## config.mk

```make
export PLATFORM = sky130hd
export DESIGN_NAME = core_top
export DESIGN_NICKNAME = d
export VERILOG_FILES = /design/src/core_pkg.sv /design/src/instr_decoder.sv /design/src/alu.sv /design/src/reg_file.sv /design/src/instr_pointer.sv /design/src/core_control.sv /design/src/core_top.sv
export VERILOG_INCLUDE_DIRS = /design/src
export SDC_FILE = /design/constraint.sdc
export NUM_CORES = 1
export LEC_CHECK = 0
export ABC_AREA = 0
export BUFFER_PORTS_ARGS = -buffer_cell sky130_fd_sc_hd__buf_2
export CORE_ASPECT_RATIO = 0.75
export CORE_UTILIZATION = 56
export CTS_CLUSTER_SIZE = 20
export DETAILED_ROUTE_END_ITERATION = 8
export GPL_ROUTABILITY_DRIVEN = 1
export PLACE_DENSITY = 0.78
export SYNTH_ARGS = -nofsm -noshare
export SYNTH_HDL_FRONTEND = slang
export SYNTH_HIERARCHICAL = 1
export SYNTH_SLANG_ARGS = --single-unit
export TNS_END_PERCENT = 20
```

## constraint.sdc

```tcl
create_clock -name clk -period 5.3 [get_ports clk]
set_clock_uncertainty 0.15 [all_clocks]
set_input_delay 1.06 -clock clk [delete_from_list [all_inputs] [get_ports clk]]
set_output_delay 1.06 -clock clk [all_outputs]
set_load 0.01 [all_outputs]
```

## src/core_params.svh

```systemverilog
`ifndef CORE_PARAMS_SVH
`define CORE_PARAMS_SVH

// datapath widths
`define DATA_W    16
`define INSTR_W   32
`define HALF_W    16
`define ADDR_W    16
`define REG_NUM   8
`define REG_SEL_W 3
`define FLAG_W    4

// flag bit positions
`define FLAG_C 0
`define FLAG_S 1
`define FLAG_O 2
`define FLAG_Z 3

// opcodes with 13 and 14 left as no-ops
`define OP_ADD   4'd0
`define OP_SUB   4'd1
`define OP_AND   4'd2
`define OP_OR    4'd3
`define OP_XOR   4'd4
`define OP_CMP   4'd5
`define OP_MOV   4'd6
`define OP_MOVL  4'd7
`define OP_MOVH  4'd8
`define OP_JMP   4'd9
`define OP_LOAD  4'd10
`define OP_STORE 4'd11
`define OP_MOVF  4'd12
`define OP_HALT  4'd15

// condition codes
`define COND_AL 2'd0
`define COND_EQ 2'd1
`define COND_NE 2'd2
`define COND_CS 2'd3

`endif

```

## src/core_pkg.sv

```systemverilog
`include "core_params.svh"

package core_pkg;

	// data and instruction words
	typedef logic [`DATA_W-1:0]  data_t;
	typedef logic [`INSTR_W-1:0] instr_t;
	typedef logic [`HALF_W-1:0]  half_t;
	typedef logic [`ADDR_W-1:0]  addr_t;

	// register code and flag register
	typedef logic [`REG_SEL_W-1:0] reg_sel_t;
	typedef logic [`FLAG_W-1:0]    flags_t;

	// instruction fields
	typedef logic [3:0] opcode_t;
	typedef logic [7:0] imm_t;

	// machine cycle steps with the memory steps between execute and save
	typedef enum logic [2:0] {
		STEP_IDLE,
		STEP_FETCH,
		STEP_DECODE,
		STEP_EXECUTE,
		STEP_SAVE,
		STEP_MEM_REQ,
		STEP_MEM_REL
	} step_t;

endpackage

```

## src/instr_decoder.sv

```systemverilog
`timescale 1ns/1ps
`include "core_params.svh"

module instr_decoder import core_pkg::*; (
	input  half_t    instr,
	input  flags_t   flags,
	output opcode_t  opcode,
	output reg_sel_t rd,
	output reg_sel_t rs,
	output imm_t     imm,
	output logic     cond_pass,
	output logic     alu_en,
	output logic     mov_en,
	output logic     movl_en,
	output logic     movh_en,
	output logic     movf_en,
	output logic     jump_en,
	output logic     load_en,
	output logic     store_en,
	output logic     halt_en
);

	logic [1:0] cond;
	logic       cond_hold;

	// field slicing
	assign opcode = instr[15:12];
	assign rd     = instr[11:9];
	assign rs     = instr[8:6];
	assign imm    = instr[8:1];
	assign cond   = instr[5:4];

	// condition verdict against current flags
	always_comb begin
		case (cond)
			`COND_EQ: cond_hold = flags[`FLAG_Z];
			`COND_NE: cond_hold = !flags[`FLAG_Z];
			`COND_CS: cond_hold = flags[`FLAG_C];
			default:  cond_hold = 1'b1;
		endcase
	end

	// immediate forms have no condition field
	assign cond_pass = movl_en || movh_en || cond_hold;

	// one class enable per opcode
	always_comb begin
		alu_en   = 1'b0;
		mov_en   = 1'b0;
		movl_en  = 1'b0;
		movh_en  = 1'b0;
		movf_en  = 1'b0;
		jump_en  = 1'b0;
		load_en  = 1'b0;
		store_en = 1'b0;
		halt_en  = 1'b0;
		case (opcode)
			`OP_ADD, `OP_SUB, `OP_AND, `OP_OR, `OP_XOR, `OP_CMP: alu_en = 1'b1;
			`OP_MOV:   mov_en   = 1'b1;
			`OP_MOVL:  movl_en  = 1'b1;
			`OP_MOVH:  movh_en  = 1'b1;
			`OP_MOVF:  movf_en  = 1'b1;
			`OP_JMP:   jump_en  = 1'b1;
			`OP_LOAD:  load_en  = 1'b1;
			`OP_STORE: store_en = 1'b1;
			`OP_HALT:  halt_en  = 1'b1;
			default: ;
		endcase
	end

endmodule

```

## src/alu.sv

```systemverilog
`timescale 1ns/1ps
`include "core_params.svh"

module alu import core_pkg::*; (
	input  opcode_t opcode,
	input  data_t   op_a,
	input  data_t   op_b,
	output data_t   result,
	output flags_t  flags_out
);

	localparam int MSB = `DATA_W - 1;

	logic carry;
	logic ovf;

	always_comb begin
		carry  = 1'b0;
		ovf    = 1'b0;
		result = op_a;
		case (opcode)
			`OP_ADD: begin
				{carry, result} = {1'b0, op_a} + {1'b0, op_b};
				ovf = (op_a[MSB] == op_b[MSB]) && (result[MSB] != op_a[MSB]);
			end
			// carry is the borrow here
			`OP_SUB, `OP_CMP: begin
				{carry, result} = {1'b0, op_a} - {1'b0, op_b};
				ovf = (op_a[MSB] != op_b[MSB]) && (result[MSB] != op_a[MSB]);
			end
			`OP_AND: result = op_a & op_b;
			`OP_OR:  result = op_a | op_b;
			`OP_XOR: result = op_a ^ op_b;
			default: result = op_a;
		endcase
	end

	// sign and zero come from the result for every operation
	always_comb begin
		flags_out          = '0;
		flags_out[`FLAG_C] = carry;
		flags_out[`FLAG_S] = result[MSB];
		flags_out[`FLAG_O] = ovf;
		flags_out[`FLAG_Z] = (result == '0);
	end

	// zero flag against an operand compare
	always_comb begin
		if (opcode == `OP_SUB || opcode == `OP_CMP || opcode == `OP_XOR) begin
			assert final (flags_out[`FLAG_Z] == (op_a == op_b))
				else $error("alu zero flag disagrees with result %h", result);
		end
	end

endmodule

```

## src/reg_file.sv

```systemverilog
`timescale 1ns/1ps
`include "core_params.svh"

module reg_file import core_pkg::*; (
	input  logic     clk,
	input  logic     rst_n,
	input  reg_sel_t rd_sel_a,
	input  reg_sel_t rd_sel_b,
	output data_t    rd_data_a,
	output data_t    rd_data_b,
	input  logic     we,
	input  logic     we_lo,
	input  logic     we_hi,
	input  reg_sel_t wr_sel,
	input  data_t    wr_data
);

	localparam int BYTE_W = `DATA_W / 2;

	data_t regs [`REG_NUM];

	always_ff @(posedge clk) begin
		if (!rst_n) begin
			for (int i = 0; i < `REG_NUM; i++) begin
				regs[i] <= '0;
			end
		end else if (we) begin
			regs[wr_sel] <= wr_data;
		end else begin
			// byte lanes for movl / movh
			if (we_lo) begin
				regs[wr_sel][BYTE_W-1:0] <= wr_data[BYTE_W-1:0];
			end
			if (we_hi) begin
				regs[wr_sel][`DATA_W-1:BYTE_W] <= wr_data[`DATA_W-1:BYTE_W];
			end
		end
	end

	// combinational reads
	assign rd_data_a = regs[rd_sel_a];
	assign rd_data_b = regs[rd_sel_b];

endmodule

```

## src/instr_pointer.sv

```systemverilog
`timescale 1ns/1ps

module instr_pointer import core_pkg::*; (
	input  logic  clk,
	input  logic  rst_n,
	input  logic  restart,
	input  logic  advance,
	input  logic  jump,
	input  addr_t jump_addr,
	output addr_t instr_addr,
	output logic  half_sel
);

	addr_t word_addr;
	logic  half;

	always_ff @(posedge clk) begin
		if (!rst_n || restart) begin
			word_addr <= '0;
			half      <= 1'b0;
		end else if (jump) begin
			// jumps always land on the low half
			word_addr <= jump_addr;
			half      <= 1'b0;
		end else if (advance) begin
			if (half) begin
				word_addr <= word_addr + 1'b1;
			end
			half <= !half;
		end
	end

	assign instr_addr = word_addr;
	assign half_sel   = half;

	// control never asks for both in one save
	no_advance_and_jump: assert property (
		@(posedge clk) disable iff (!rst_n)
		!(advance && jump)
	) else $error("instruction pointer got advance and jump together");

endmodule

```

## src/core_control.sv

```systemverilog
`timescale 1ns/1ps
`include "core_params.svh"

module core_control import core_pkg::*; (
	input  logic    clk,
	input  logic    rst_n,
	input  logic    start,
	input  opcode_t opcode,
	input  logic    cond_pass,
	input  logic    alu_en,
	input  logic    mov_en,
	input  logic    movl_en,
	input  logic    movh_en,
	input  logic    movf_en,
	input  logic    jump_en,
	input  logic    load_en,
	input  logic    store_en,
	input  logic    halt_en,
	input  data_t   rd_data_a,
	input  data_t   rd_data_b,
	input  data_t   alu_result,
	input  flags_t  alu_flags,
	input  imm_t    imm,
	output flags_t  flags,
	output logic    rf_we,
	output logic    rf_we_lo,
	output logic    rf_we_hi,
	output data_t   wr_data,
	output logic    restart,
	output logic    advance,
	output logic    jump,
	output logic    mem_req,
	output logic    mem_wren,
	output addr_t   mem_addr,
	output data_t   mem_wdata,
	input  logic    mem_ack,
	input  data_t   mem_rdata,
	output logic    halted
);

	step_t step;
	data_t load_data;
	logic  save;
	logic  mem_op;

	assign save   = (step == STEP_SAVE);
	assign mem_op = (load_en || store_en) && cond_pass;

	always_ff @(posedge clk) begin
		if (!rst_n) begin
			step     <= STEP_IDLE;
			flags    <= '0;
			mem_req  <= 1'b0;
			mem_wren <= 1'b0;
			halted   <= 1'b0;
		end else begin
			halted <= 1'b0;
			case (step)
				STEP_IDLE: if (start) step <= STEP_FETCH;
				STEP_FETCH: step <= STEP_DECODE;
				STEP_DECODE: step <= STEP_EXECUTE;
				STEP_EXECUTE: begin
					if (mem_op) begin
						mem_req  <= 1'b1;
						mem_wren <= store_en;
						step     <= STEP_MEM_REQ;
					end else begin
						step <= STEP_SAVE;
					end
				end
				// slow ack just stretches this step
				STEP_MEM_REQ: begin
					if (mem_ack) begin
						mem_req  <= 1'b0;
						mem_wren <= 1'b0;
						step     <= STEP_MEM_REL;
					end
				end
				STEP_MEM_REL: if (!mem_ack) step <= STEP_SAVE;
				STEP_SAVE: begin
					// cmp lands here too
					if (alu_en && cond_pass) flags <= alu_flags;
					if (halt_en && cond_pass) begin
						halted <= 1'b1;
						step   <= STEP_IDLE;
					end else begin
						step <= STEP_FETCH;
					end
				end
				default: step <= STEP_IDLE;
			endcase
		end
	end

	// address from rs, store data from rd
	always_ff @(posedge clk) begin
		if (step == STEP_EXECUTE) begin
			mem_addr  <= rd_data_b;
			mem_wdata <= rd_data_a;
		end
		if (step == STEP_MEM_REQ && mem_ack) begin
			load_data <= mem_rdata;
		end
	end

	// write-back source select
	always_comb begin
		rf_we    = 1'b0;
		rf_we_lo = 1'b0;
		rf_we_hi = 1'b0;
		wr_data  = alu_result;
		if (save && cond_pass) begin
			if (alu_en && opcode != `OP_CMP) begin
				rf_we = 1'b1;
			end else if (mov_en) begin
				rf_we   = 1'b1;
				wr_data = rd_data_b;
			end else if (movl_en) begin
				rf_we_lo = 1'b1;
				wr_data  = {8'h00, imm};
			end else if (movh_en) begin
				rf_we_hi = 1'b1;
				wr_data  = {imm, 8'h00};
			end else if (movf_en) begin
				rf_we   = 1'b1;
				wr_data = {{(`DATA_W-`FLAG_W){1'b0}}, flags};
			end else if (load_en) begin
				rf_we   = 1'b1;
				wr_data = load_data;
			end
		end
	end

	assign restart = (step == STEP_IDLE) && start;
	assign jump    = save && jump_en && cond_pass;
	assign advance = save && !jump;

	// four-phase rules
	req_held_until_ack: assert property (
		@(posedge clk) disable iff (!rst_n)
		(step == STEP_MEM_REQ && mem_req && !mem_ack) |=> mem_req
	) else $error("mem_req dropped before mem_ack");

	addr_stable_during_req: assert property (
		@(posedge clk) disable iff (!rst_n)
		mem_req |=> (!mem_req || $stable(mem_addr))
	) else $error("mem_addr changed while mem_req high");

endmodule

```

## src/core_top.sv

```systemverilog
`timescale 1ns/1ps
`include "core_params.svh"

module core_top import core_pkg::*; (
	input  logic   clk,
	input  logic   rst_n,
	input  logic   start,
	output logic   halted,
	output addr_t  instr_addr,
	input  instr_t instruction,
	output logic   mem_req,
	output logic   mem_wren,
	output addr_t  mem_addr,
	output data_t  mem_wdata,
	input  logic   mem_ack,
	input  data_t  mem_rdata
);

	half_t    instr;
	logic     half_sel;
	opcode_t  opcode;
	reg_sel_t rd;
	reg_sel_t rs;
	imm_t     imm;
	flags_t   flags;
	flags_t   alu_flags;
	data_t    rd_data_a;
	data_t    rd_data_b;
	data_t    alu_result;
	data_t    wr_data;
	logic     cond_pass;
	logic     alu_en;
	logic     mov_en;
	logic     movl_en;
	logic     movh_en;
	logic     movf_en;
	logic     jump_en;
	logic     load_en;
	logic     store_en;
	logic     halt_en;
	logic     rf_we;
	logic     rf_we_lo;
	logic     rf_we_hi;
	logic     restart;
	logic     advance;
	logic     jump;

	// low half runs first
	assign instr = half_sel ? instruction[`INSTR_W-1:`HALF_W] : instruction[`HALF_W-1:0];

	instr_decoder u_decoder (
		.instr(instr), .flags(flags), .opcode(opcode), .rd(rd), .rs(rs), .imm(imm),
		.cond_pass(cond_pass), .alu_en(alu_en), .mov_en(mov_en), .movl_en(movl_en),
		.movh_en(movh_en), .movf_en(movf_en), .jump_en(jump_en), .load_en(load_en),
		.store_en(store_en), .halt_en(halt_en)
	);

	alu u_alu (
		.opcode(opcode), .op_a(rd_data_a), .op_b(rd_data_b),
		.result(alu_result), .flags_out(alu_flags)
	);

	reg_file u_reg_file (
		.clk(clk), .rst_n(rst_n), .rd_sel_a(rd), .rd_sel_b(rs),
		.rd_data_a(rd_data_a), .rd_data_b(rd_data_b), .we(rf_we), .we_lo(rf_we_lo),
		.we_hi(rf_we_hi), .wr_sel(rd), .wr_data(wr_data)
	);

	// jump target comes from rs
	instr_pointer u_instr_pointer (
		.clk(clk), .rst_n(rst_n), .restart(restart), .advance(advance), .jump(jump),
		.jump_addr(rd_data_b), .instr_addr(instr_addr), .half_sel(half_sel)
	);

	core_control u_control (
		.clk(clk), .rst_n(rst_n), .start(start), .opcode(opcode), .cond_pass(cond_pass),
		.alu_en(alu_en), .mov_en(mov_en), .movl_en(movl_en), .movh_en(movh_en),
		.movf_en(movf_en), .jump_en(jump_en), .load_en(load_en), .store_en(store_en),
		.halt_en(halt_en), .rd_data_a(rd_data_a), .rd_data_b(rd_data_b),
		.alu_result(alu_result), .alu_flags(alu_flags), .imm(imm), .flags(flags),
		.rf_we(rf_we), .rf_we_lo(rf_we_lo), .rf_we_hi(rf_we_hi), .wr_data(wr_data),
		.restart(restart), .advance(advance), .jump(jump), .mem_req(mem_req),
		.mem_wren(mem_wren), .mem_addr(mem_addr), .mem_wdata(mem_wdata),
		.mem_ack(mem_ack), .mem_rdata(mem_rdata), .halted(halted)
	);

endmodule

```

==> impl_metrics.py <==
metrics = {
    "clock_tree": {
        "clk_pin_slew_ns": 0.06,
        "cts_max_level": 1,
        "clk_latency_ns": 0.52,
        "cts_tree": "built",
        "clockBufferDepth": 3,
        "cts-root-buf": "clkbuf_16",
        "numCtsBuffers": 22,
        "cts.sinks": 203,
    },
    "global_routing": {
        "grt-ovfl-total": 0,
        "grtUsageTotal_pct": 34.76,
        "grt_pass1_wl_um": 66440,
        "grt_max_degree": 37,
        "antenna_found_initial": 1,
        "grt_pass1_vias": 11340,
    },
    "detailed_routing": {
        "drtPass1Iterations": 8,
        "first_iter_violations": 1860,
        "wire_per_inst_um": 25.14,
        "route.detailed.drc": 0,
        "ant_nets": 0,
        "vias_per_cell": 6.823,
        "vias": 12070,
        "drt-total-wl_um": 44480,
    },
    "worst_setup_path": {
        "cp.arrival_ns": 5.39,
        "start_kind": "input pin",
        "endpoint_kind": "flip-flop",
        "critPathKind": "input pin to flip-flop",
        "cp_data_required_time_ns": 5.45,
        "crit_path_max_fanout": 9,
    },
    "layout": {
        "fin_nets": 1528,
        "final_area_sq_um": 16630,
        "final_cells": 1769,
        "layout_common_cells": "buf_4 (203), edfxtp_1 (176), buf_2 (100)",
        "layout-drive-gt1-share_pct": 33.26,
        "mostFrequentLayoutCell": "buf_4",
        "area_growth_pct": 19.82,
        "post-route-util_pct": 68.85,
    },
    "place": {
        "place_inst": 1721,
        "place_area_sq_um": 15720,
        "port_buffers": 100,
        "place_congestion": 0.9723,
        "hpwl_um": 31530,
    },
    "pwr": {
        "leakage_nw": 6.440,
        "finalPower_w": 0.004660,
        "power.density_nw_per_um2": 280.2,
        "peakVddDrop_mv": 0.2277,
    },
    "die": {
        "start_util_pct": 57.46,
        "die_w_um": 183.8,
        "core_area_sq_um": 24160,
        "fp.dieH_um": 138.3,
        "io_pins": 103,
        "die_area_sq_um": 25430,
        "num_rows": 49,
    },
    "sta": {
        "maxSlewHeadroom_pct": 22.31,
        "maxSlewViolCount": 0,
        "period_share_pct": 98.75,
        "tightestPinTransition_ns": 1.165,
        "min_period_ns": 5.234,
        "rsz0062_at_grt": "yes",
        "hold_viol": 0,
        "max_freq_ghz": 0.1911,
        "hold_slack_ns": 0.3235,
        "setup_viol": 0,
    },
    "synth": {
        "syn_inst": 1210,
        "avgSynthCellArea_sq_um": 11.47,
        "synth-warning-count": 6,
        "synth_nets": 1317,
        "synth.cell_area_sq_um": 13880,
    },
    "job": {
        "cap_violations": 0,
    },
    "status": {
        "outcome": "completed",
    },
    "min_path": {
        "hold_path_class": "flip-flop to flip-flop",
    },
}
==> power by group <==
part / switching, W / internal (W) / total (W)
Combinational: 0.000794 / 0.000623 / 0.00142
Clock: 0.000654 / 0.000769 / 0.00142
Sequential: 0.0000303 / 0.00179 / 0.00182
Total: 0.00148 / 0.00318 / 0.00466
==> sequential cells by signal (all words and copies together), names as in the netlist, 3 cells and up <==
name,count
u_instr_pointer/instr_addr,16
u_control/mem_wdata,16
u_control/mem_addr,16
u_control/flags,4
u_control/load_data,16
u_control/step,3
u_reg_file/regs,128
==> per-layer routing <==
metal / up-vias / GRT usage (%) / wire (um)
met5: - / 0 / 0
met4: 0 / 12.98 / 1928
met3: 170 / 7.350 / 5597
met2: 922 / 52.67 / 19760
met1: 5802 / 49.29 / 17190
li1: 5176 / - / -
==> layout make-up <==
type                       instances  area [sq um]
antenna                            1         2.502
sequential                       203          5826
clock buffer                      27         569.3
multi-input combinational        810          7283
tap                              331         414.1
clock inverter                    13         77.57
fill                            1816          7523
timing repair buffer             312          2187
inverter                          72         272.8
==> path summary, 6_finish.rpt <==
check | startpoint | cells after the start | slack (ns) | endpoint
max | instruction[6] | 19 | 0.07 | u_reg_file/regs[6][9]
min | u_control/mem_req | 2 | 0.32 | u_control/mem_req
max reg2reg | u_instr_pointer/half_sel | 19 | 0.13 | u_reg_file/regs[6][9]
min reg2reg | u_control/mem_req | 2 | 0.32 | u_control/mem_req
==> stage by stage <==
step / setup slack [ns] / TNS (ns)
finish: 0.06644 / 0
global route: -0.05641 / -0.2353
CTS: 0.04882 / 0
detailed placement: -0.4462 / -23.25
global placement: -0.4080 / -17.96
floorplan: -0.1042 / -0.8098
==> worst max-delay path, stage by stage <==
cell and delay, ns:
buf_2 0.10, mux2_4 0.30, buf_12 0.16, buf_6 0.15, buf_4 0.14, mux4_2 0.41
mux2_4 0.34, inv_1 0.10, ha_1 0.27, buf_4 0.18, and3_1 0.17, a21o_1 0.21
a31oi_1 0.26, mux2_2 0.38, a32oi_2 0.30, buf_4 0.17, o2bb2ai_1 0.11, inv_1 0.16
nor4_1 0.40
==> timing repair <==
| item | in CTS | in global routing |
|---|---|---|
| gates resized for setup | 0 | 43 |
| hold buffers | 0 | 0 |
| endpoints found under the setup margin | 0 | 46 |
| buffers inserted | 0 | 7 |
Power figures use the tool's default switching activity.
